**src/source/kyber_sched_pkg.sv**
```systemverilog
package kyber_sched_pkg;

    // Scheme selected at start (2'd3 is not a valid mode)
    typedef enum logic [1:0] {
        MODE_KEYGEN = 2'd0,
        MODE_ENC    = 2'd1,
        MODE_DEC    = 2'd2
    } scheme_mode_t;

    // Operations understood by the NTT/arithmetic core
    typedef enum logic [2:0] {
        OP_NTT  = 3'd0, // Forward NTT
        OP_INTT = 3'd1, // Inverse NTT
        OP_MUL  = 3'd2, // Pointwise multiply
        OP_ADD  = 3'd3,
        OP_SUB  = 3'd4
    } ntt_op_t;

    // One of eight polynomial banks
    typedef logic [2:0] bank_t;

    // Words per polynomial bank in the core RAM
    localparam int BANK_WORDS = 32;

    // RAM start offset
    localparam int OFFSET_W = 8;

    typedef logic [OFFSET_W-1:0] offset_t;

    // Command list lengths per mode
    localparam int KEYGEN_LEN = 12;
    localparam int ENC_LEN    = 18;
    localparam int DEC_LEN    = 7;

    // Table index and completion count
    localparam int SEQ_IDX_W = 5;

endpackage

```
**src/source/cmd_sequencer.sv**
```systemverilog
`timescale 1ns/10ps

module cmd_sequencer (
    input  logic                          clk,
    input  logic                          rst,
    input  logic                          start,
    input  kyber_sched_pkg::scheme_mode_t mode,
    input  logic                          full,
    input  logic                          op_done,
    output logic                          push,
    output kyber_sched_pkg::ntt_op_t      cmd_op,
    output kyber_sched_pkg::bank_t        cmd_bank_a,
    output kyber_sched_pkg::bank_t        cmd_bank_b,
    output kyber_sched_pkg::bank_t        cmd_bank_w,
    output logic                          finish
);
    import kyber_sched_pkg::*;

    scheme_mode_t         mode_q;
    logic [SEQ_IDX_W-1:0] idx;      // Next command to push
    logic [SEQ_IDX_W-1:0] done_cnt; // Commands acknowledged by the core
    logic [SEQ_IDX_W-1:0] len;
    logic [11:0]          entry;    // {op, bank a, bank b, bank w}
    logic                 start_ok;

    assign start_ok = start && finish && (mode inside {MODE_KEYGEN, MODE_ENC, MODE_DEC});

    always_comb begin
        case (mode_q)
            MODE_KEYGEN: len = SEQ_IDX_W'(KEYGEN_LEN);
            MODE_ENC:    len = SEQ_IDX_W'(ENC_LEN);
            MODE_DEC:    len = SEQ_IDX_W'(DEC_LEN);
            default:     len = '0;
        endcase
    end

    assign push = !finish && (idx < len) && !full;

    // Command tables per mode with one bank in all fields for NTT/INTT
    always_comb begin
        entry = {OP_NTT, 9'd0};
        case (mode_q)
            MODE_KEYGEN: begin
                case (idx)
                    5'd0:  entry = {OP_NTT, 3'd4, 3'd4, 3'd4};
                    5'd1:  entry = {OP_NTT, 3'd5, 3'd5, 3'd5};
                    5'd2:  entry = {OP_MUL, 3'd0, 3'd4, 3'd0};
                    5'd3:  entry = {OP_MUL, 3'd1, 3'd5, 3'd1};
                    5'd4:  entry = {OP_NTT, 3'd6, 3'd6, 3'd6};
                    5'd5:  entry = {OP_ADD, 3'd0, 3'd1, 3'd0};
                    5'd6:  entry = {OP_ADD, 3'd0, 3'd6, 3'd6};
                    5'd7:  entry = {OP_MUL, 3'd2, 3'd4, 3'd2};
                    5'd8:  entry = {OP_MUL, 3'd3, 3'd5, 3'd3};
                    5'd9:  entry = {OP_NTT, 3'd7, 3'd7, 3'd7};
                    5'd10: entry = {OP_ADD, 3'd2, 3'd3, 3'd2};
                    5'd11: entry = {OP_ADD, 3'd2, 3'd7, 3'd7};
                    default: entry = {OP_NTT, 9'd0};
                endcase
            end
            MODE_ENC: begin
                case (idx)
                    5'd0:  entry = {OP_NTT, 3'd4, 3'd4, 3'd4};
                    5'd1:  entry = {OP_NTT, 3'd5, 3'd5, 3'd5};
                    5'd2:  entry = {OP_MUL, 3'd0, 3'd4, 3'd0};
                    5'd3:  entry = {OP_MUL, 3'd2, 3'd5, 3'd2};
                    5'd4:  entry = {OP_ADD, 3'd0, 3'd2, 3'd0};
                    5'd5:  entry = {OP_INTT, 3'd0, 3'd0, 3'd0};
                    5'd6:  entry = {OP_ADD, 3'd0, 3'd6, 3'd6};
                    5'd7:  entry = {OP_MUL, 3'd1, 3'd4, 3'd1};
                    5'd8:  entry = {OP_MUL, 3'd3, 3'd5, 3'd3};
                    5'd9:  entry = {OP_ADD, 3'd1, 3'd3, 3'd3};
                    5'd10: entry = {OP_INTT, 3'd3, 3'd3, 3'd3};
                    5'd11: entry = {OP_ADD, 3'd3, 3'd7, 3'd7};
                    5'd12: entry = {OP_MUL, 3'd0, 3'd4, 3'd0};
                    5'd13: entry = {OP_MUL, 3'd1, 3'd5, 3'd1};
                    5'd14: entry = {OP_ADD, 3'd0, 3'd1, 3'd0};
                    5'd15: entry = {OP_INTT, 3'd0, 3'd0, 3'd0};
                    5'd16: entry = {OP_ADD, 3'd0, 3'd2, 3'd0};
                    5'd17: entry = {OP_ADD, 3'd0, 3'd3, 3'd0};
                    default: entry = {OP_NTT, 9'd0};
                endcase
            end
            MODE_DEC: begin
                case (idx)
                    5'd0: entry = {OP_NTT, 3'd0, 3'd0, 3'd0};
                    5'd1: entry = {OP_NTT, 3'd1, 3'd1, 3'd1};
                    5'd2: entry = {OP_MUL, 3'd0, 3'd3, 3'd0};
                    5'd3: entry = {OP_MUL, 3'd1, 3'd4, 3'd1};
                    5'd4: entry = {OP_ADD, 3'd0, 3'd1, 3'd0};
                    5'd5: entry = {OP_INTT, 3'd0, 3'd0, 3'd0};
                    5'd6: entry = {OP_SUB, 3'd2, 3'd0, 3'd0}; // v minus s*u
                    default: entry = {OP_NTT, 9'd0};
                endcase
            end
            default: entry = {OP_NTT, 9'd0};
        endcase
    end

    assign cmd_op     = ntt_op_t'(entry[11:9]);
    assign cmd_bank_a = entry[8:6];
    assign cmd_bank_b = entry[5:3];
    assign cmd_bank_w = entry[2:0];

    always_ff @(posedge clk or posedge rst) begin
        if (rst) begin
            finish   <= 1'b1;
            mode_q   <= MODE_KEYGEN;
            idx      <= '0;
            done_cnt <= '0;
        end else if (start_ok) begin
            finish   <= 1'b0;
            mode_q   <= mode;
            idx      <= '0;
            done_cnt <= '0;
        end else if (!finish) begin
            if (push) begin
                idx <= idx + 1'b1;
            end
            if (op_done) begin
                done_cnt <= done_cnt + 1'b1;
                if (done_cnt == len - 1'b1) begin
                    finish <= 1'b1; // Last command acknowledged
                end
            end
        end
    end

endmodule

```
**src/source/cmd_fifo.sv**
```systemverilog
`timescale 1ns/10ps

module cmd_fifo #(
    parameter int DEPTH = 4
) (
    input  logic                     clk,
    input  logic                     rst,
    input  logic                     push,
    input  logic                     pop,
    input  kyber_sched_pkg::ntt_op_t in_op,
    input  kyber_sched_pkg::bank_t   in_bank_a,
    input  kyber_sched_pkg::bank_t   in_bank_b,
    input  kyber_sched_pkg::bank_t   in_bank_w,
    output kyber_sched_pkg::ntt_op_t out_op,
    output kyber_sched_pkg::bank_t   out_bank_a,
    output kyber_sched_pkg::bank_t   out_bank_b,
    output kyber_sched_pkg::bank_t   out_bank_w,
    output logic                     full,
    output logic                     empty
);
    import kyber_sched_pkg::*;

    localparam int PTR_W = (DEPTH > 1) ? $clog2(DEPTH) : 1;
    localparam int CNT_W = $clog2(DEPTH + 1);

    ntt_op_t          op_mem     [DEPTH];
    bank_t            bank_a_mem [DEPTH];
    bank_t            bank_b_mem [DEPTH];
    bank_t            bank_w_mem [DEPTH];
    logic [PTR_W-1:0] wr_ptr;
    logic [PTR_W-1:0] rd_ptr;
    logic [CNT_W-1:0] count;
    logic             wr_en;
    logic             rd_en;

    assign full  = (count == CNT_W'(DEPTH));
    assign empty = (count == '0);
    assign wr_en = push && !full;
    assign rd_en = pop && !empty;

    // Head entry is visible before pop
    assign out_op     = op_mem[rd_ptr];
    assign out_bank_a = bank_a_mem[rd_ptr];
    assign out_bank_b = bank_b_mem[rd_ptr];
    assign out_bank_w = bank_w_mem[rd_ptr];

    always_ff @(posedge clk) begin
        if (wr_en) begin
            op_mem[wr_ptr]     <= in_op;
            bank_a_mem[wr_ptr] <= in_bank_a;
            bank_b_mem[wr_ptr] <= in_bank_b;
            bank_w_mem[wr_ptr] <= in_bank_w;
        end
    end

    always_ff @(posedge clk or posedge rst) begin
        if (rst) begin
            wr_ptr <= '0;
            rd_ptr <= '0;
            count  <= '0;
        end else begin
            if (wr_en) begin
                wr_ptr <= (wr_ptr == PTR_W'(DEPTH - 1)) ? '0 : wr_ptr + 1'b1;
            end
            if (rd_en) begin
                rd_ptr <= (rd_ptr == PTR_W'(DEPTH - 1)) ? '0 : rd_ptr + 1'b1;
            end
            if (wr_en && !rd_en) begin
                count <= count + 1'b1;
            end else if (rd_en && !wr_en) begin
                count <= count - 1'b1;
            end
        end
    end

endmodule

```
**src/source/ntt_issue.sv**
```systemverilog
`timescale 1ns/10ps

module ntt_issue (
    input  logic                     clk,
    input  logic                     rst,
    input  logic                     empty,
    input  kyber_sched_pkg::ntt_op_t cmd_op,
    input  kyber_sched_pkg::bank_t   cmd_bank_a,
    input  kyber_sched_pkg::bank_t   cmd_bank_b,
    input  kyber_sched_pkg::bank_t   cmd_bank_w,
    input  logic                     wb_ack,
    output logic                     pop,
    output logic                     wb_cyc,
    output logic                     wb_stb,
    output logic                     wb_we,
    output kyber_sched_pkg::ntt_op_t ntt_op,
    output kyber_sched_pkg::offset_t ntt_offset_a,
    output kyber_sched_pkg::offset_t ntt_offset_b,
    output kyber_sched_pkg::offset_t ntt_offset_w,
    output logic                     op_done
);
    import kyber_sched_pkg::*;

    typedef enum logic {
        IDLE,
        BUS
    } issue_state_t;

    issue_state_t state;

    assign pop     = (state == IDLE) && !empty;
    assign wb_cyc  = (state == BUS);
    assign wb_stb  = (state == BUS);
    assign wb_we   = wb_cyc; // Every transfer is a write
    assign op_done = (state == BUS) && wb_ack;

    always_ff @(posedge clk or posedge rst) begin
        if (rst) begin
            state <= IDLE;
        end else begin
            case (state)
                IDLE: begin
                    if (pop) begin
                        state <= BUS;
                    end
                end
                BUS: begin
                    if (wb_ack) begin
                        state <= IDLE;
                    end
                end
                default: state <= IDLE;
            endcase
        end
    end

    // Command held on the bus until ack
    always_ff @(posedge clk) begin
        if (pop) begin
            ntt_op       <= cmd_op;
            ntt_offset_a <= offset_t'(cmd_bank_a * BANK_WORDS);
            ntt_offset_b <= offset_t'(cmd_bank_b * BANK_WORDS);
            ntt_offset_w <= offset_t'(cmd_bank_w * BANK_WORDS);
        end
    end

endmodule

```
**src/source/kyber_sched_top.sv**
```systemverilog
`timescale 1ns/10ps

module kyber_sched_top #(
    parameter int FIFO_DEPTH = 4
) (
    input  logic                          clk,
    input  logic                          rst,
    input  logic                          start,
    input  kyber_sched_pkg::scheme_mode_t mode,
    output logic                          finish,
    output logic                          wb_cyc,
    output logic                          wb_stb,
    output logic                          wb_we,
    output kyber_sched_pkg::ntt_op_t      ntt_op,
    output kyber_sched_pkg::offset_t      ntt_offset_a,
    output kyber_sched_pkg::offset_t      ntt_offset_b,
    output kyber_sched_pkg::offset_t      ntt_offset_w,
    input  logic                          wb_ack
);
    import kyber_sched_pkg::*;

    logic    push;
    logic    pop;
    logic    full;
    logic    empty;
    logic    op_done;
    ntt_op_t cmd_op;
    bank_t   cmd_bank_a;
    bank_t   cmd_bank_b;
    bank_t   cmd_bank_w;
    ntt_op_t fifo_op;
    bank_t   fifo_bank_a;
    bank_t   fifo_bank_b;
    bank_t   fifo_bank_w;

    cmd_sequencer u_sequencer (
        .clk        (clk),
        .rst        (rst),
        .start      (start),
        .mode       (mode),
        .full       (full),
        .op_done    (op_done),
        .push       (push),
        .cmd_op     (cmd_op),
        .cmd_bank_a (cmd_bank_a),
        .cmd_bank_b (cmd_bank_b),
        .cmd_bank_w (cmd_bank_w),
        .finish     (finish)
    );

    cmd_fifo #(
        .DEPTH (FIFO_DEPTH)
    ) u_fifo (
        .clk        (clk),
        .rst        (rst),
        .push       (push),
        .pop        (pop),
        .in_op      (cmd_op),
        .in_bank_a  (cmd_bank_a),
        .in_bank_b  (cmd_bank_b),
        .in_bank_w  (cmd_bank_w),
        .out_op     (fifo_op),
        .out_bank_a (fifo_bank_a),
        .out_bank_b (fifo_bank_b),
        .out_bank_w (fifo_bank_w),
        .full       (full),
        .empty      (empty)
    );

    ntt_issue u_issue (
        .clk          (clk),
        .rst          (rst),
        .empty        (empty),
        .cmd_op       (fifo_op),
        .cmd_bank_a   (fifo_bank_a),
        .cmd_bank_b   (fifo_bank_b),
        .cmd_bank_w   (fifo_bank_w),
        .wb_ack       (wb_ack),
        .pop          (pop),
        .wb_cyc       (wb_cyc),
        .wb_stb       (wb_stb),
        .wb_we        (wb_we),
        .ntt_op       (ntt_op),
        .ntt_offset_a (ntt_offset_a),
        .ntt_offset_b (ntt_offset_b),
        .ntt_offset_w (ntt_offset_w),
        .op_done      (op_done)
    );

endmodule

```
**config.mk**
```make
export PLATFORM = sky130hd
export DESIGN_NAME = kyber_sched_top
export DESIGN_NICKNAME = d
export VERILOG_FILES = /design/src/source/kyber_sched_pkg.sv /design/src/source/cmd_sequencer.sv /design/src/source/cmd_fifo.sv /design/src/source/ntt_issue.sv /design/src/source/kyber_sched_top.sv
export SDC_FILE = /design/constraint.sdc
export NUM_CORES = 1
export LEC_CHECK = 0
export ABC_CLOCK_PERIOD_IN_PS = 7100
export BUFFER_PORTS_ARGS = -buffer_cell sky130_fd_sc_hd__buf_2
export CORE_UTILIZATION = 40
export DETAILED_ROUTE_END_ITERATION = 12
export SLEW_MARGIN = 20
export SYNTH_ARGS = -nofsm -noshare
export SYNTH_HDL_FRONTEND = slang
export SYNTH_SLANG_ARGS = --single-unit
```
**constraint.sdc**
```tcl
create_clock -name clk -period 7.1 [get_ports clk]
set_input_delay 1.42 -clock clk [delete_from_list [all_inputs] [get_ports clk]]
set_output_delay 1.42 -clock clk [all_outputs]
set_load 0.05 [all_outputs]
```
* Yosys cells after proc, flatten, opt, wreduce, memory -nomap -nowiden *
Memories as Yosys holds them, arrays and structs flattened. A register that Yosys moved wholly into a read port is not among the register bits.
Cells that the tools add are included.
Widths: inputs -> output; s select.

operators by class
  mux-type cells = 23
  reduce and logical (&&, ||, !) cells = 24
  add/sub/neg operators = 7
  bitwise logic cells = 1
  $lt $le $gt $ge = 1
  eq/ne operators = 15

operators with widths
  kind                 count
  $pmux 12 s6          1
  $pmux 12 s3          1
  $mux 5               6
  $eq 5x3->1 const B   3
  $pmux 5 s3           1
  $mux 12              1
  $add 5x1->5 const B  2
  $eq 5x2->1 const B   2
  $logic_and 1x1->1    10
  $eq 2x2->1 const B   4
  $mux 1               8
  $mux 3               2
  $reduce_bool 2->1    3
  $eq 5x1->1 const B   1
  $eq 5x5->1           1
  $logic_not 1->1      5
  $lt 5x5->1           1
  $sub 5x1->5 const B  1
  $add 2x1->2 const B  2
  $eq 2x1->1 const B   2
  $logic_not 2->1      2
  $mux 2               2
  $reduce_and 2->1     2
  $add 3x1->3 const B  1
  7 further kinds      7

storage, ports and cells
  RAM bits = 48
  memories kept = 6
  word-level logic and storage cells = 85
  bits in read-only memories = 528
  bits in registers = 21

memory list
  memory             words  bits a word  read ports  clocked after Yosys merged registers in  wr ports  RTL line             RTL
  (name not given)   32     11           1           0                                        0         cmd_sequencer.sv:61  case (idx)
  (name not given)   16     11           1           0                                        0         cmd_sequencer.sv:44  case (idx)
  u_fifo.bank_a_mem  4      3            1           1                                        1         cmd_fifo.sv:27       bank_t bank_a_mem [DEPTH];
  u_fifo.bank_b_mem  4      3            1           1                                        1         cmd_fifo.sv:28       bank_t bank_b_mem [DEPTH];
  u_fifo.bank_w_mem  4      3            1           1                                        1         cmd_fifo.sv:29       bank_t bank_w_mem [DEPTH];
  u_fifo.op_mem      4      3            1           1                                        1         cmd_fifo.sv:26       ntt_op_t op_mem [DEPTH];

* Longest topological paths before layout *
Gate-level depths: netlist of run 1.

  depth in word-level cells = 10
  gate-level depth with buffers = 14

* By module *
From an unflattened synthesis of run 1, not the netlist that was laid out.

second synthesis, totals
  cells, all modules = 351
  area total of the unflattened synthesis = 4404.2 µm²

by module, submodules not included
  module         instances  sequential area each (µm²)  cells each  area an instance (µm²)
  cmd_fifo       1          1616.6                      101         2213.4
  cmd_sequencer  1          326.6                       215         1649.1
  ntt_issue      1          385.4                       35          541.8

* Least setup slack after synthesis of run 1 *
No wires, ideal clock.

  path kind = flip-flop to flip-flop
  from = reg u_sequencer.mode_q[1]
  to = reg u_fifo.count[2]
  library setup time = 79 ps
  path slack = 3924 ps
  arrival = 3097 ps
  cell stages (with the launch flop) = 15
  period minus slack after synthesis = 3176 ps
  data required time = 7021 ps
  path through = dfrtp_1 > inv_1 > ha_1 > clkbuf_1 > inv_1 > ha_1 > and2_0 > a221oi_4 > buf_6 > ha_1 > inv_1 > fa_1 > xor2_1 > nor2_1 > xor2_1

between the ends
  longest elaborated chain between the ends = 9
  elaborated cells between the ends (all ways) = 13

ends and longest elaborated chain
  what                                      RTL line              RTL
  start, declared                           cmd_sequencer.sv:19   scheme_mode_t mode_q;
  start signal, assigned                    cmd_sequencer.sv:112  mode_q <= mode;
  $eq 2x2->1, or another cell as far along  cmd_sequencer.sv:29   case (mode_q)
  $pmux 5 s3 (*)                            cmd_sequencer.sv:29
  $lt 5x5->1 (*)                            cmd_sequencer.sv:37   assign push = !finish && (idx < len) && !full;
  $logic_and 1x1->1 (*) (2 in a row)        cmd_sequencer.sv:37
  $logic_and 1x1->1 (*)                     cmd_fifo.sv:38        assign wr_en = push && !full;
  via u_fifo.wr_en                          cmd_fifo.sv:33        logic wr_en;
  $logic_not 1->1                           cmd_fifo.sv:70        end else if (rd_en && !wr_en) begin
  $logic_and 1x1->1                         cmd_fifo.sv:70
  $reduce_bool 2->1 (no source line)        --
  end signal, assigned                      cmd_fifo.sv:69        count <= count + 1'b1;
  end signal, assigned                      cmd_fifo.sv:71        count <= count - 1'b1;
  end, declared                             cmd_fifo.sv:32        logic [CNT_W-1:0] count;

The timed path passes the listed nets; every way through them passes the cells marked *.
A chain may end at the register's enable or synchronous reset.

* Worst setup path after layout of run 1 *
  from = reg u_sequencer.mode_q[1]
  to = reg u_fifo.count[2]

between the ends
  longest elaborated chain between the ends = 9
  elaborated cells between the ends (all ways) = 13

ends and longest elaborated chain
  what                                      RTL line
  $eq 2x2->1, or another cell as far along  cmd_sequencer.sv:29
  $pmux 5 s3 (*)                            cmd_sequencer.sv:29
  $lt 5x5->1 (*)                            cmd_sequencer.sv:37
  $logic_and 1x1->1 (*) (2 in a row)        cmd_sequencer.sv:37
  $logic_and 1x1->1 (*)                     cmd_fifo.sv:38
  $logic_not 1->1                           cmd_fifo.sv:70
  $logic_and 1x1->1                         cmd_fifo.sv:70
  $reduce_bool 2->1 (no source line)        --

Every way passes the cells marked *; elsewhere a longest branch is shown, timed or not.

==> qor.yml, run 1 <==
outcome:
  status: "complete, no violations"
drt:
  drtAntennaViolNets: 0
  drc: 0
  drt_iter0_markers: 281
  vias_per_cell: 5.172
  finalWirelength_um: 7501
  num_vias: 2519
  first_pass_iters: 6
  wire_per_inst_um: 15.40
synth:
  ys_seq_elements: 81
  synth-edff-count: 60
  synth-seq-area-share: 0.5544
  synth_top_family_by_area: "compound AO/OA/AOI/OAI gates"
  synth_cell_types: 51
  synthArstFlopShare: 0.2593
  synthFlopType: "edfxtp_1"
  netlist.top_cell.by_area: "edfxtp_1"
  synthSimpleGateAreaFrac: 0.08698
  netlist_area_mm2: 0.004200
  syn_avg_cell_area_um2: 12.69
  synth_compound_gate_area_share: 0.1010
  synth_xor_area_frac: 0.03128
  postSynthCellCount: 331
  synth_top_area_frac: 0.4290
  synthAdderAreaFrac: 0.08222
  synthMuxAreaShare: 0.08222
  synth_warnings: 0
  yosys-top-cells-area: "edfxtp_1 43%, dfrtp_1 12%, ha_1 7.7%"
pwr:
  pwr_density_cell_mw_per_mm2: 190.8
  finalPower_mw: 0.8622
  vdd_drop_max_mv: 0.1162
  p_leak_nw: 1.610
critical_path:
  rr_worst_depth: 12
  crit_path_max_fanout: 16
  rr_endpoint: "u_fifo.count[2]"
  crit_path_end_kind: "flop"
  arrival_ns: 3.78
  r2r_start: "u_sequencer.mode_q[1]"
  start_kind: "flop"
  path_class: "flop to flop"
  worstPathRequired_ns: 7.37
  rrSetupSlack_ns: 3.59
clock_tree:
  cts_num_sinks: 81
  cts_resized: 0
  cts_max_level: 3
  holdBufCountCts: 0
  clkSlewWorstSetupHoldPaths_ns: 0.09
  cts_tree: "done"
  cts_root_buf: "clkbuf_8"
  clk_path_buf_depth: 2
  insertion_delay_ns: 0.34
  cts_buffers: 9
  postCtsSetupBuffers: 0
layout:
  num_antenna_cells: 0
  num-nets-final: 379
  final_cells: 487
  area_growth_pct: 7.596
  layout_common_cells: "60 x edfxtp_1, 26 x nor2_1, 26 x ha_1"
  layout_commonest_cell: "edfxtp_1"
  drive_above_1_share: 0.1681
hold_path:
  min_from: "u_fifo.count[2]"
  worstHoldPathCells: 1
  worstHoldEndpoint: "u_fifo.count[2]"
  hold_class: "flop to flop"
timing:
  finalSetupViolCount: 0
  hold_slack_ns: 0.5378
  fin_tns_setup_ns: 0
  min_period_over_period: 0.4947
  fin_crit_ns: 3.512
  final-hold-violation-count: 0
  worst_pin_slew_ns: 0.9342
  fmax_mhz: 284.7
  maxSlewViolCount: 0
  finalClockSkew_ns: 0.009701
  rsz0062_at_grt: "no"
  max_slew_margin: 0.3772
grt:
  overflow: 0
  antenna_found_initial: 0
  grt_max_degree: 32
  grt_busiest_layer: "met2"
  grt_use_met2: 0.2479
  grt.total_usage: 0.1484
  grt_pass1_vias: 2441
  grt_pass1_wl_um: 12560
  grt_util_met3: 0.03571
  met1_usage: 0.1942
floorplan:
  core_mm2: 0.01023
  dieArea_mm2: 0.01091
  die_h_um: 104.5
  initial_utilization: 0.4105
  row_count: 37
  die_x_um: 104.5
  ios: 37
place:
  gp_congestion: 0.8801
  place_inst: 471
  numPortBuffers: 21
  dp_hpwl_um: 5189
job:
  drv_cap: 0
[critical path, cell delays in order, from the launching register on]
cell and delay (ns):
dfrtp_1 0.44, inv_1 0.12, ha_1 0.38, inv_1 0.19, ha_1 0.36, and2_0 0.21, a221oi_4 0.60, ha_1 0.30
inv_1 0.06, fa_1 0.37, xor2_1 0.17, nor2_1 0.11, xor2_1 0.15
[area by class of cell]
class | instances | area [um^2]
Clock buffer | 9 | 123.9
Clock inverter | 7 | 60.06
Fill cell | 915 | 5712
Inverter | 15 | 56.30
Multi-Input combinational cell | 217 | 1668
Sequential cell | 81 | 2328
Tap cell | 136 | 170.2
Timing Repair Buffer | 22 | 112.6
[routing by layer]
layer / wire length, um / up-vias
met5: 0 / -
met1: 3320 / 1226
met4: 60 / 0
met3: 380 / 8
met2: 3740 / 84
li1: - / 1201
[metrics by stage]
step	setup WS, ns	instance area [um^2]	utilization
after floorplan	3.924	4253	-
after global placement	3.688	4335	0.4238
after detailed placement	3.599	4335	0.4238
after CTS	3.601	4519	0.4417
after global routing	3.317	4519	0.4417
final	3.588	4519	0.4417
[registers in the layout, indices dropped and copies added (netlist names), 3 cells and up]
name and count:
u_sequencer.done_cnt 5, u_fifo.bank_b_mem 12, u_fifo.op_mem 12, u_fifo.bank_w_mem 12, u_issue.ntt_offset_w 3, u_issue.ntt_offset_a 3, u_issue.ntt_op 3, u_sequencer.idx 5
u_fifo.bank_a_mem 12, u_issue.ntt_offset_b 3, u_fifo.count 3
[kinds of logic (layout without fill, tap and decap cells)]
family | after synthesis | in the layout
DFF | 81 | 81
and+or+nand+nor | 76 | 76
AOI/OAI and AO/OA | 65 | 65
buffers and inverters | 47 | 53
adders and majority gates | 27 | 27
muxes | 19 | 19
xor gates and xnor gates | 15 | 15
other | 1 | 15
[worst max-delay path by stage]
stage | slack [ns] | end | start
2_1_floorplan | 3.92 | u_fifo.count[2] | u_sequencer.mode_q[1]
3_3_place_gp | 3.69 | u_fifo.count[2] | u_sequencer.mode_q[1]
3_5_place_dp | 3.60 | u_fifo.count[2] | u_sequencer.mode_q[1]
4_1_cts | 3.60 | u_fifo.count[2] | u_sequencer.mode_q[1]
5_1_grt | 3.32 | u_fifo.count[2] | u_sequencer.mode_q[1]
6_report | 3.59 | u_fifo.count[2] | u_sequencer.mode_q[1]
[where the power goes]
group / leakage, nW / switching (mW) / internal, mW
Clock: 0.0844 / 0.177 / 0.132
Combinational: 0.798 / 0.0269 / 0.00986
Sequential: 0.728 / 0.00810 / 0.508
[cells in the mapped netlist, types with 3 or more instances]
| master | number |
|---|---|
| mux2i_1 | 3 |
| mux2_2 | 4 |
| nand2b_1 | 4 |
| o22ai_1 | 3 |
| a21oi_1 | 20 |
| xnor2_1 | 6 |
| nand3_1 | 4 |
| nor3_1 | 6 |
| nor2_1 | 26 |
| nand2_1 | 16 |
| mux4_2 | 12 |
| buf_4 | 17 |
| clkbuf_1 | 6 |
| o21ai_0 | 19 |
| and2_1 | 6 |
| inv_1 | 15 |
| xor2_1 | 9 |
| ha_1 | 26 |
| dfrtp_1 | 20 |
| or3_1 | 3 |
| edfxtp_1 | 60 |
| a211oi_1 | 3 |
| nor2b_1 | 5 |
| buf_2 | 7 |
Note: power is estimated with default switching activity, not from simulation.
==> run 2: changes to the inputs <==
--- a/config.mk
+++ b/config.mk
@@ -5,7 +5,7 @@
 export SDC_FILE = /design/constraint.sdc
 export NUM_CORES = 1
 export LEC_CHECK = 0
-export ABC_CLOCK_PERIOD_IN_PS = 7100
+export ABC_CLOCK_PERIOD_IN_PS = 3000
 export BUFFER_PORTS_ARGS = -buffer_cell sky130_fd_sc_hd__buf_2
 export CORE_UTILIZATION = 40
 export DETAILED_ROUTE_END_ITERATION = 12
==> constraint.sdc (replaced) <==
create_clock -name clk -period 3 [get_ports clk]
set_input_delay 0.6 -clock clk [delete_from_list [all_inputs] [get_ports clk]]
set_output_delay 0.6 -clock clk [all_outputs]
set_load 0.05 [all_outputs]
==> qor.yml, run 2 (synthesis results as in run 1) <==
layout:
  layout_common_cells: "60 x edfxtp_1, 26 x nor2_1, 24 x ha_1"  # was 60 x edfxtp_1, 26 x nor2_1, 26 x ha_1
  num_antenna_cells: 0  # unchanged
  drive_above_1_share: 0.2125  # was 0.1681
  num-nets-final: 395  # was 379
  fin_area_mm2: 0.004656  # was 0.004519 mm^2
  area_growth_pct: 10.84  # was 7.596%
  layout_commonest_cell: "edfxtp_1"  # unchanged
critical_path:
  crit_family: "adder cells"  # unchanged
  path_class: "flop to flop"  # unchanged
  crit_path_max_fanout: 7  # was 16
  path_cells: "inv_1 > ha_2 > inv_1 > ha_1 > and2_1 > a221oi_4 > ha_2 > inv_1 > fa_1 > xor2_1 > nor2_1 > xor2_1"  # was inv_1 > ha_1 > inv_1 > ha_1 > and2_0 > a221oi_4 > ha_1 > inv_1 > fa_1 > xor2_1 > nor2_1 > xor2_1
  crit_path_top_delay_cell: "dfrtp_2"  # was a221oi_4
  cpPeakStageDelay_ns: 0.44  # was 0.60 ns
  arrival_ns: 3.01  # was 3.78 ns
  crit_path_end_kind: "flop"  # unchanged
  rrSetupSlack_ns: 0.26  # was 3.59 ns
  critPathMostFrequentCell: "inv_1"
  rr_worst_depth: 12  # unchanged
  r2r_start: "u_sequencer.mode_q[0]"  # was u_sequencer.mode_q[1]
  rr_endpoint: "u_fifo.count[2]"  # unchanged
  crit_buf_inv: 3  # unchanged
  worstPathRequired_ns: 3.27  # was 7.37 ns
  start_kind: "flop"  # unchanged
  startpoint: "u_sequencer.mode_q[0]"  # was u_sequencer.mode_q[1]
clock_tree:
  cts_num_sinks: 81  # unchanged
  insertion_delay_ns: 0.35  # was 0.34 ns
  clk_path_buf_depth: 2  # unchanged
  cts_max_level: 3  # unchanged
  cts_tree: "done"  # unchanged
  cts_root_buf: "clkbuf_8"  # unchanged
  cts_buffers: 9  # unchanged
  clkSlewWorstSetupHoldPaths_ns: 0.09  # about the same
grt:
  grt_max_degree: 31  # was 32
  grt_pass1_vias: 2531  # was 2441
  grt.total_usage: 0.1573  # was 0.1484
  grt_pass1_wl_um: 13100  # was 12560 um
  overflow: 0  # unchanged
  antenna_found_initial: 0  # unchanged
floorplan:
  ios: 37  # unchanged
  initial_utilization: 0.4105  # unchanged
  die_h_um: 104.5  # unchanged
  row_count: 37  # unchanged
  core_mm2: 0.01023  # unchanged
  die_x_um: 104.5  # unchanged
  dieArea_mm2: 0.01091  # unchanged
outcome:
  status: "complete, no violations"  # unchanged
drt:
  first_pass_iters: 4  # was 6
  wire_per_inst_um: 15.46  # was 15.40 um
  drtAntennaViolNets: 0  # unchanged
  drt_iter0_markers: 155  # was 281
  num_vias: 2543  # was 2519
  drc: 0  # unchanged
  vias_per_cell: 5.056  # was 5.172
  finalWirelength_um: 7777  # was 7501 um
timing:
  min_period_over_period: 0.9130  # was 0.4947
  fin_tns_setup_ns: 0  # unchanged
  fin_crit_ns: 2.739  # was 3.512 ns
  final-hold-violation-count: 0  # unchanged
  fmax_mhz: 365.1  # was 284.7 MHz
  rsz0062_at_grt: "no"  # unchanged
  max_slew_margin: 0.4417  # was 0.3772
  worst_pin_slew_ns: 0.8375  # was 0.9342 ns
  finalSetupViolCount: 0  # unchanged
  maxSlewViolCount: 0  # unchanged
  setup_ws_ns: 0.2611  # was 3.588 ns
  finalClockSkew_ns: 0.01037  # was 0.009701 ns
place:
  dp_slack_ns: 0.1637  # was 3.599 ns
  dp_hpwl_um: 5275  # was 5189 um
  gp_congestion: 0.9132  # was 0.8801
  numPortBuffers: 21  # unchanged
  place_area_mm2: 0.004433  # was 0.004335 mm^2
pwr:
  pwr_density_cell_mw_per_mm2: 448.8  # was 190.8 mW/mm^2
  p_leak_nw: 1.701  # was 1.610 nW
  finalPower_mw: 2.089  # was 0.8622 mW
  vdd_drop_max_mv: 0.2306  # was 0.1162 mV
job:
  drv_cap: 0  # unchanged
hold_path:
  hold_class: "input port to async pin"  # was flop to flop
## run 2: worst register-to-register path, cell delays in order (launching register included)
cell	delay (ns)
dfrtp_2	0.44
inv_1	0.10
ha_2	0.26
inv_1	0.12
ha_1	0.27
and2_1	0.16
a221oi_4	0.24
ha_2	0.23
inv_1	0.05
fa_1	0.37
xor2_1	0.17
nor2_1	0.11
xor2_1	0.15
## run 2: cell type report
type | count | area (um^2)
Clock buffer | 9 | 123.9
Clock inverter | 7 | 70.07
Fill cell | 935 | 5575
Inverter | 15 | 56.30
Multi-Input combinational cell | 217 | 1673
Sequential cell | 81 | 2330
Tap cell | 136 | 170.2
Timing Repair Buffer | 38 | 232.7
## run 2: per-stage QoR
step	cells	utilization	hold slack [ns]
floorplan	345	-	0.4653
global placement	484	0.4333	0.5011
detailed placement	484	0.4333	0.5112
CTS	500	0.4522	0.4072
global route	503	0.4551	0.4274
finish	503	0.4551	0.3944
## run 2: report_power, final
| group | internal (mW) | switching, mW | total [mW] |
|---|---|---|---|
| Sequential | 1.20 | 0.0194 | 1.22 |
| Combinational | 0.0237 | 0.0638 | 0.0875 |
| Clock | 0.384 | 0.396 | 0.780 |
| Total | 1.61 | 0.479 | 2.09 |
## run 2: worst max path at each step
stage          slack, ns  depth (start not counted)               to
6_report            0.26                         12  u_fifo.count[2]
5_1_grt             0.04                         13  u_fifo.count[2]
4_1_cts             0.13                         12  u_fifo.count[2]
3_5_place_dp        0.16                         12  u_fifo.count[2]
3_3_place_gp        0.25                         12  u_fifo.count[2]
2_1_floorplan      0.009                         14  u_fifo.count[2]
## run 2: per-layer routing
metal / share of wire / global-route usage / up-vias
li1: - / - / 1235
met1: 0.45 / 0.2077 / 1225
met2: 0.49 / 0.2545 / 75
met3: 0.047 / 0.03383 / 8
met4: 0.013 / 0.05714 / 0
met5: 0 / 0 / -
## run 2: repair_timing
item | CTS | global route
resized for setup | 0 | 4
hold buffers | 0 | 0
setup buffers | 0 | 3
setup endpoints to repair | 0 | 2
==> run 3: changes to the inputs <==
--- a/config.mk
+++ b/config.mk
@@ -7,8 +7,9 @@
 export LEC_CHECK = 0
 export ABC_CLOCK_PERIOD_IN_PS = 3000
 export BUFFER_PORTS_ARGS = -buffer_cell sky130_fd_sc_hd__buf_2
-export CORE_UTILIZATION = 40
+export CORE_UTILIZATION = 54
 export DETAILED_ROUTE_END_ITERATION = 12
+export PLACE_DENSITY = 0.76
 export SLEW_MARGIN = 20
 export SYNTH_ARGS = -nofsm -noshare
 export SYNTH_HDL_FRONTEND = slang
==> qor.yml, run 3 (synthesis results as in run 1) <==
drt:
  drt_iter0_markers: 304  # was 155
  drc: 0  # unchanged
  vias_per_cell: 5.540  # was 5.056
  wire_per_inst_um: 16.42  # was 15.46 um
  drtAntennaViolNets: 0  # unchanged
  finalWirelength_um: 7635  # was 7777 um
  num_vias: 2576  # was 2543
  first_pass_iters: 4  # unchanged
grt:
  antenna_found_initial: 0  # unchanged
  grt_max_degree: 31  # unchanged
  grt.total_usage: 0.2050  # was 0.1573
  overflow: 0  # unchanged
  grt_pass1_wl_um: 12840  # was 13100 um
  grt_pass1_vias: 2590  # was 2531
job:
  drv_cap: 0  # unchanged
floorplan:
  die_h_um: 90.20  # was 104.5 um
  row_count: 31  # was 37
  die_x_um: 90.20  # was 104.5 um
  core_mm2: 0.007370  # was 0.01023 mm^2
  initial_utilization: 0.5699  # was 0.4105
  dieArea_mm2: 0.008135  # was 0.01091 mm^2
  ios: 37  # unchanged
pwr:
  switching_power_mw: 0.4669  # was 0.4790 mW
  cellInternalPower_mw: 1.638  # was 1.610 mW
  clkPwrFrac: 0.377  # was 0.373
  seqPwrFrac: 0.580  # was 0.585
  finalPower_mw: 2.105  # was 2.089 mW
  p_leak_nw: 1.700  # was 1.701 nW
  pwr_density_cell_mw_per_mm2: 456.0  # was 448.8 mW/mm^2
  p_comb_frac: 0.043  # was 0.042
  swShare: 0.2218  # was 0.2293
  vdd_drop_max_mv: 0.2751  # was 0.2306 mV
layout:
  layout_common_cells: "60 x edfxtp_1, 26 x nor2_1, 24 x ha_1"  # unchanged
  post-route-util: 0.6263  # was 0.4551
  num-nets-final: 394  # was 395
  fin_area_mm2: 0.004616  # was 0.004656 mm^2
  final_cells: 465  # was 503
  seq_area_mm2: 0.002330  # unchanged
  layout_commonest_cell: "edfxtp_1"  # unchanged
  drive_above_1_share: 0.2077  # was 0.2125
  nFillCells: 578  # was 935
  area_growth_pct: 9.890  # was 10.84%
  num_antenna_cells: 0  # unchanged
  multiInputGateArea_mm2: 0.001683  # was 0.001673 mm^2
clock_tree:
  clk_path_buf_depth: 2  # unchanged
  cts_root_buf: "clkbuf_8"  # unchanged
  cts_num_sinks: 81  # unchanged
  cts_buffers: 9  # unchanged
  cts_tree: "done"  # unchanged
  cts_max_level: 3  # unchanged
  insertion_delay_ns: 0.35  # about the same
  clkSlewWorstSetupHoldPaths_ns: 0.08  # was 0.09 ns
timing:
  max_slew_margin: 0.4399  # was 0.4417
  fmax_mhz: 352.8  # was 365.1 MHz
  finalClockSkew_ns: 0.009807  # was 0.01037 ns
  maxSlewViolCount: 0  # unchanged
  min_period_over_period: 0.9449  # was 0.9130
  fin_tns_setup_ns: 0  # unchanged
  setup_ws_ns: 0.1653  # was 0.2611 ns
  finalSetupViolCount: 0  # unchanged
  final-hold-violation-count: 0  # unchanged
  hold_slack_ns: 0.3952  # was 0.3944 ns
  worst_pin_slew_ns: 0.8401  # was 0.8375 ns
  fin_crit_ns: 2.835  # was 2.739 ns
place:
  dp_slack_ns: 0.09785  # was 0.1637 ns
  dp_hpwl_um: 5224  # was 5275 um
  gp_congestion: 0.8929  # was 0.9132
  place_area_mm2: 0.004387  # was 0.004433 mm^2
  numPortBuffers: 21  # unchanged
  place_inst: 447  # was 484
critical_path:
  start_kind: "flop"  # unchanged
  crit_path_end_kind: "flop"  # unchanged
  worstPathRequired_ns: 3.27  # about the same
  crit_path_max_fanout: 3  # was 7
  path_class: "flop to flop"  # unchanged
  arrival_ns: 3.11  # was 3.01 ns
hold_path:
  hold_class: "input port to async pin"  # unchanged
outcome:
  status: "complete, no violations"  # unchanged
==> run 3: timing repair <==
| action | CTS | global route |
|---|---|---|
| setup endpoints to repair | 0 | 2 |
| gates resized for setup | 0 | 6 |
| hold buffers | 0 | 0 |
| setup buffers | 0 | 2 |
==> run 3: area by class of cell <==
cell class,instances,share of cell area
multi-input cells,217,0.3646
clock inverters,4,0.01139
inverters,15,0.01220
flip-flops and latches,81,0.5047
clock buffers,12,0.03144
repair buffers,37,0.04879
well taps,99,0.02684
==> run 3: final timing paths <==
path	from	to	slack, ns	cells after the start
max	u_sequencer.mode_q[1]	u_fifo.count[2]	0.17	12
min	rst	u_fifo.rd_ptr[1]	0.40	2
max reg2reg	u_sequencer.mode_q[1]	u_fifo.count[2]	0.17	12
min reg2reg	u_fifo.count[2]	u_fifo.count[2]	0.52	1
max in group asynchronous	rst	u_sequencer.mode_q[0]	2.05	2
min in group clk	wb_ack	u_issue.wb_cyc	0.44	2
==> run 3: power by group through the flow <==
stage	clock network [mW]	registers, mW	logic (mW)
finish	0.793	1.22	0.0900
global route	0.852	1.22	0.0981
CTS	0.814	1.22	0.0891
detailed placement	0	1.25	0.0890
global placement	0	1.25	0.0846
floorplan	0	1.24	0.0927
==> run 3: critical path, cell delays in order, from the launching register on <==
cell and delay, ns:
dfrtp_1 0.40, inv_1 0.15, ha_1 0.22, inv_1 0.07, ha_1 0.32, and2_1 0.20
a221oi_4 0.29, ha_2 0.24, inv_1 0.05, fa_1 0.38, xor2_1 0.17, nor2_1 0.11
xor2_1 0.16
==> run 3: routing by layer <==
metal | part of all wire | up-vias | global-route usage
li1 | - | 1234 | -
met4 | 0.031 | 0 | 0.1116
met3 | 0.048 | 18 | 0.04146
met1 | 0.44 | 1237 | 0.2724
met5 | 0 | - | 0
met2 | 0.49 | 87 | 0.3181
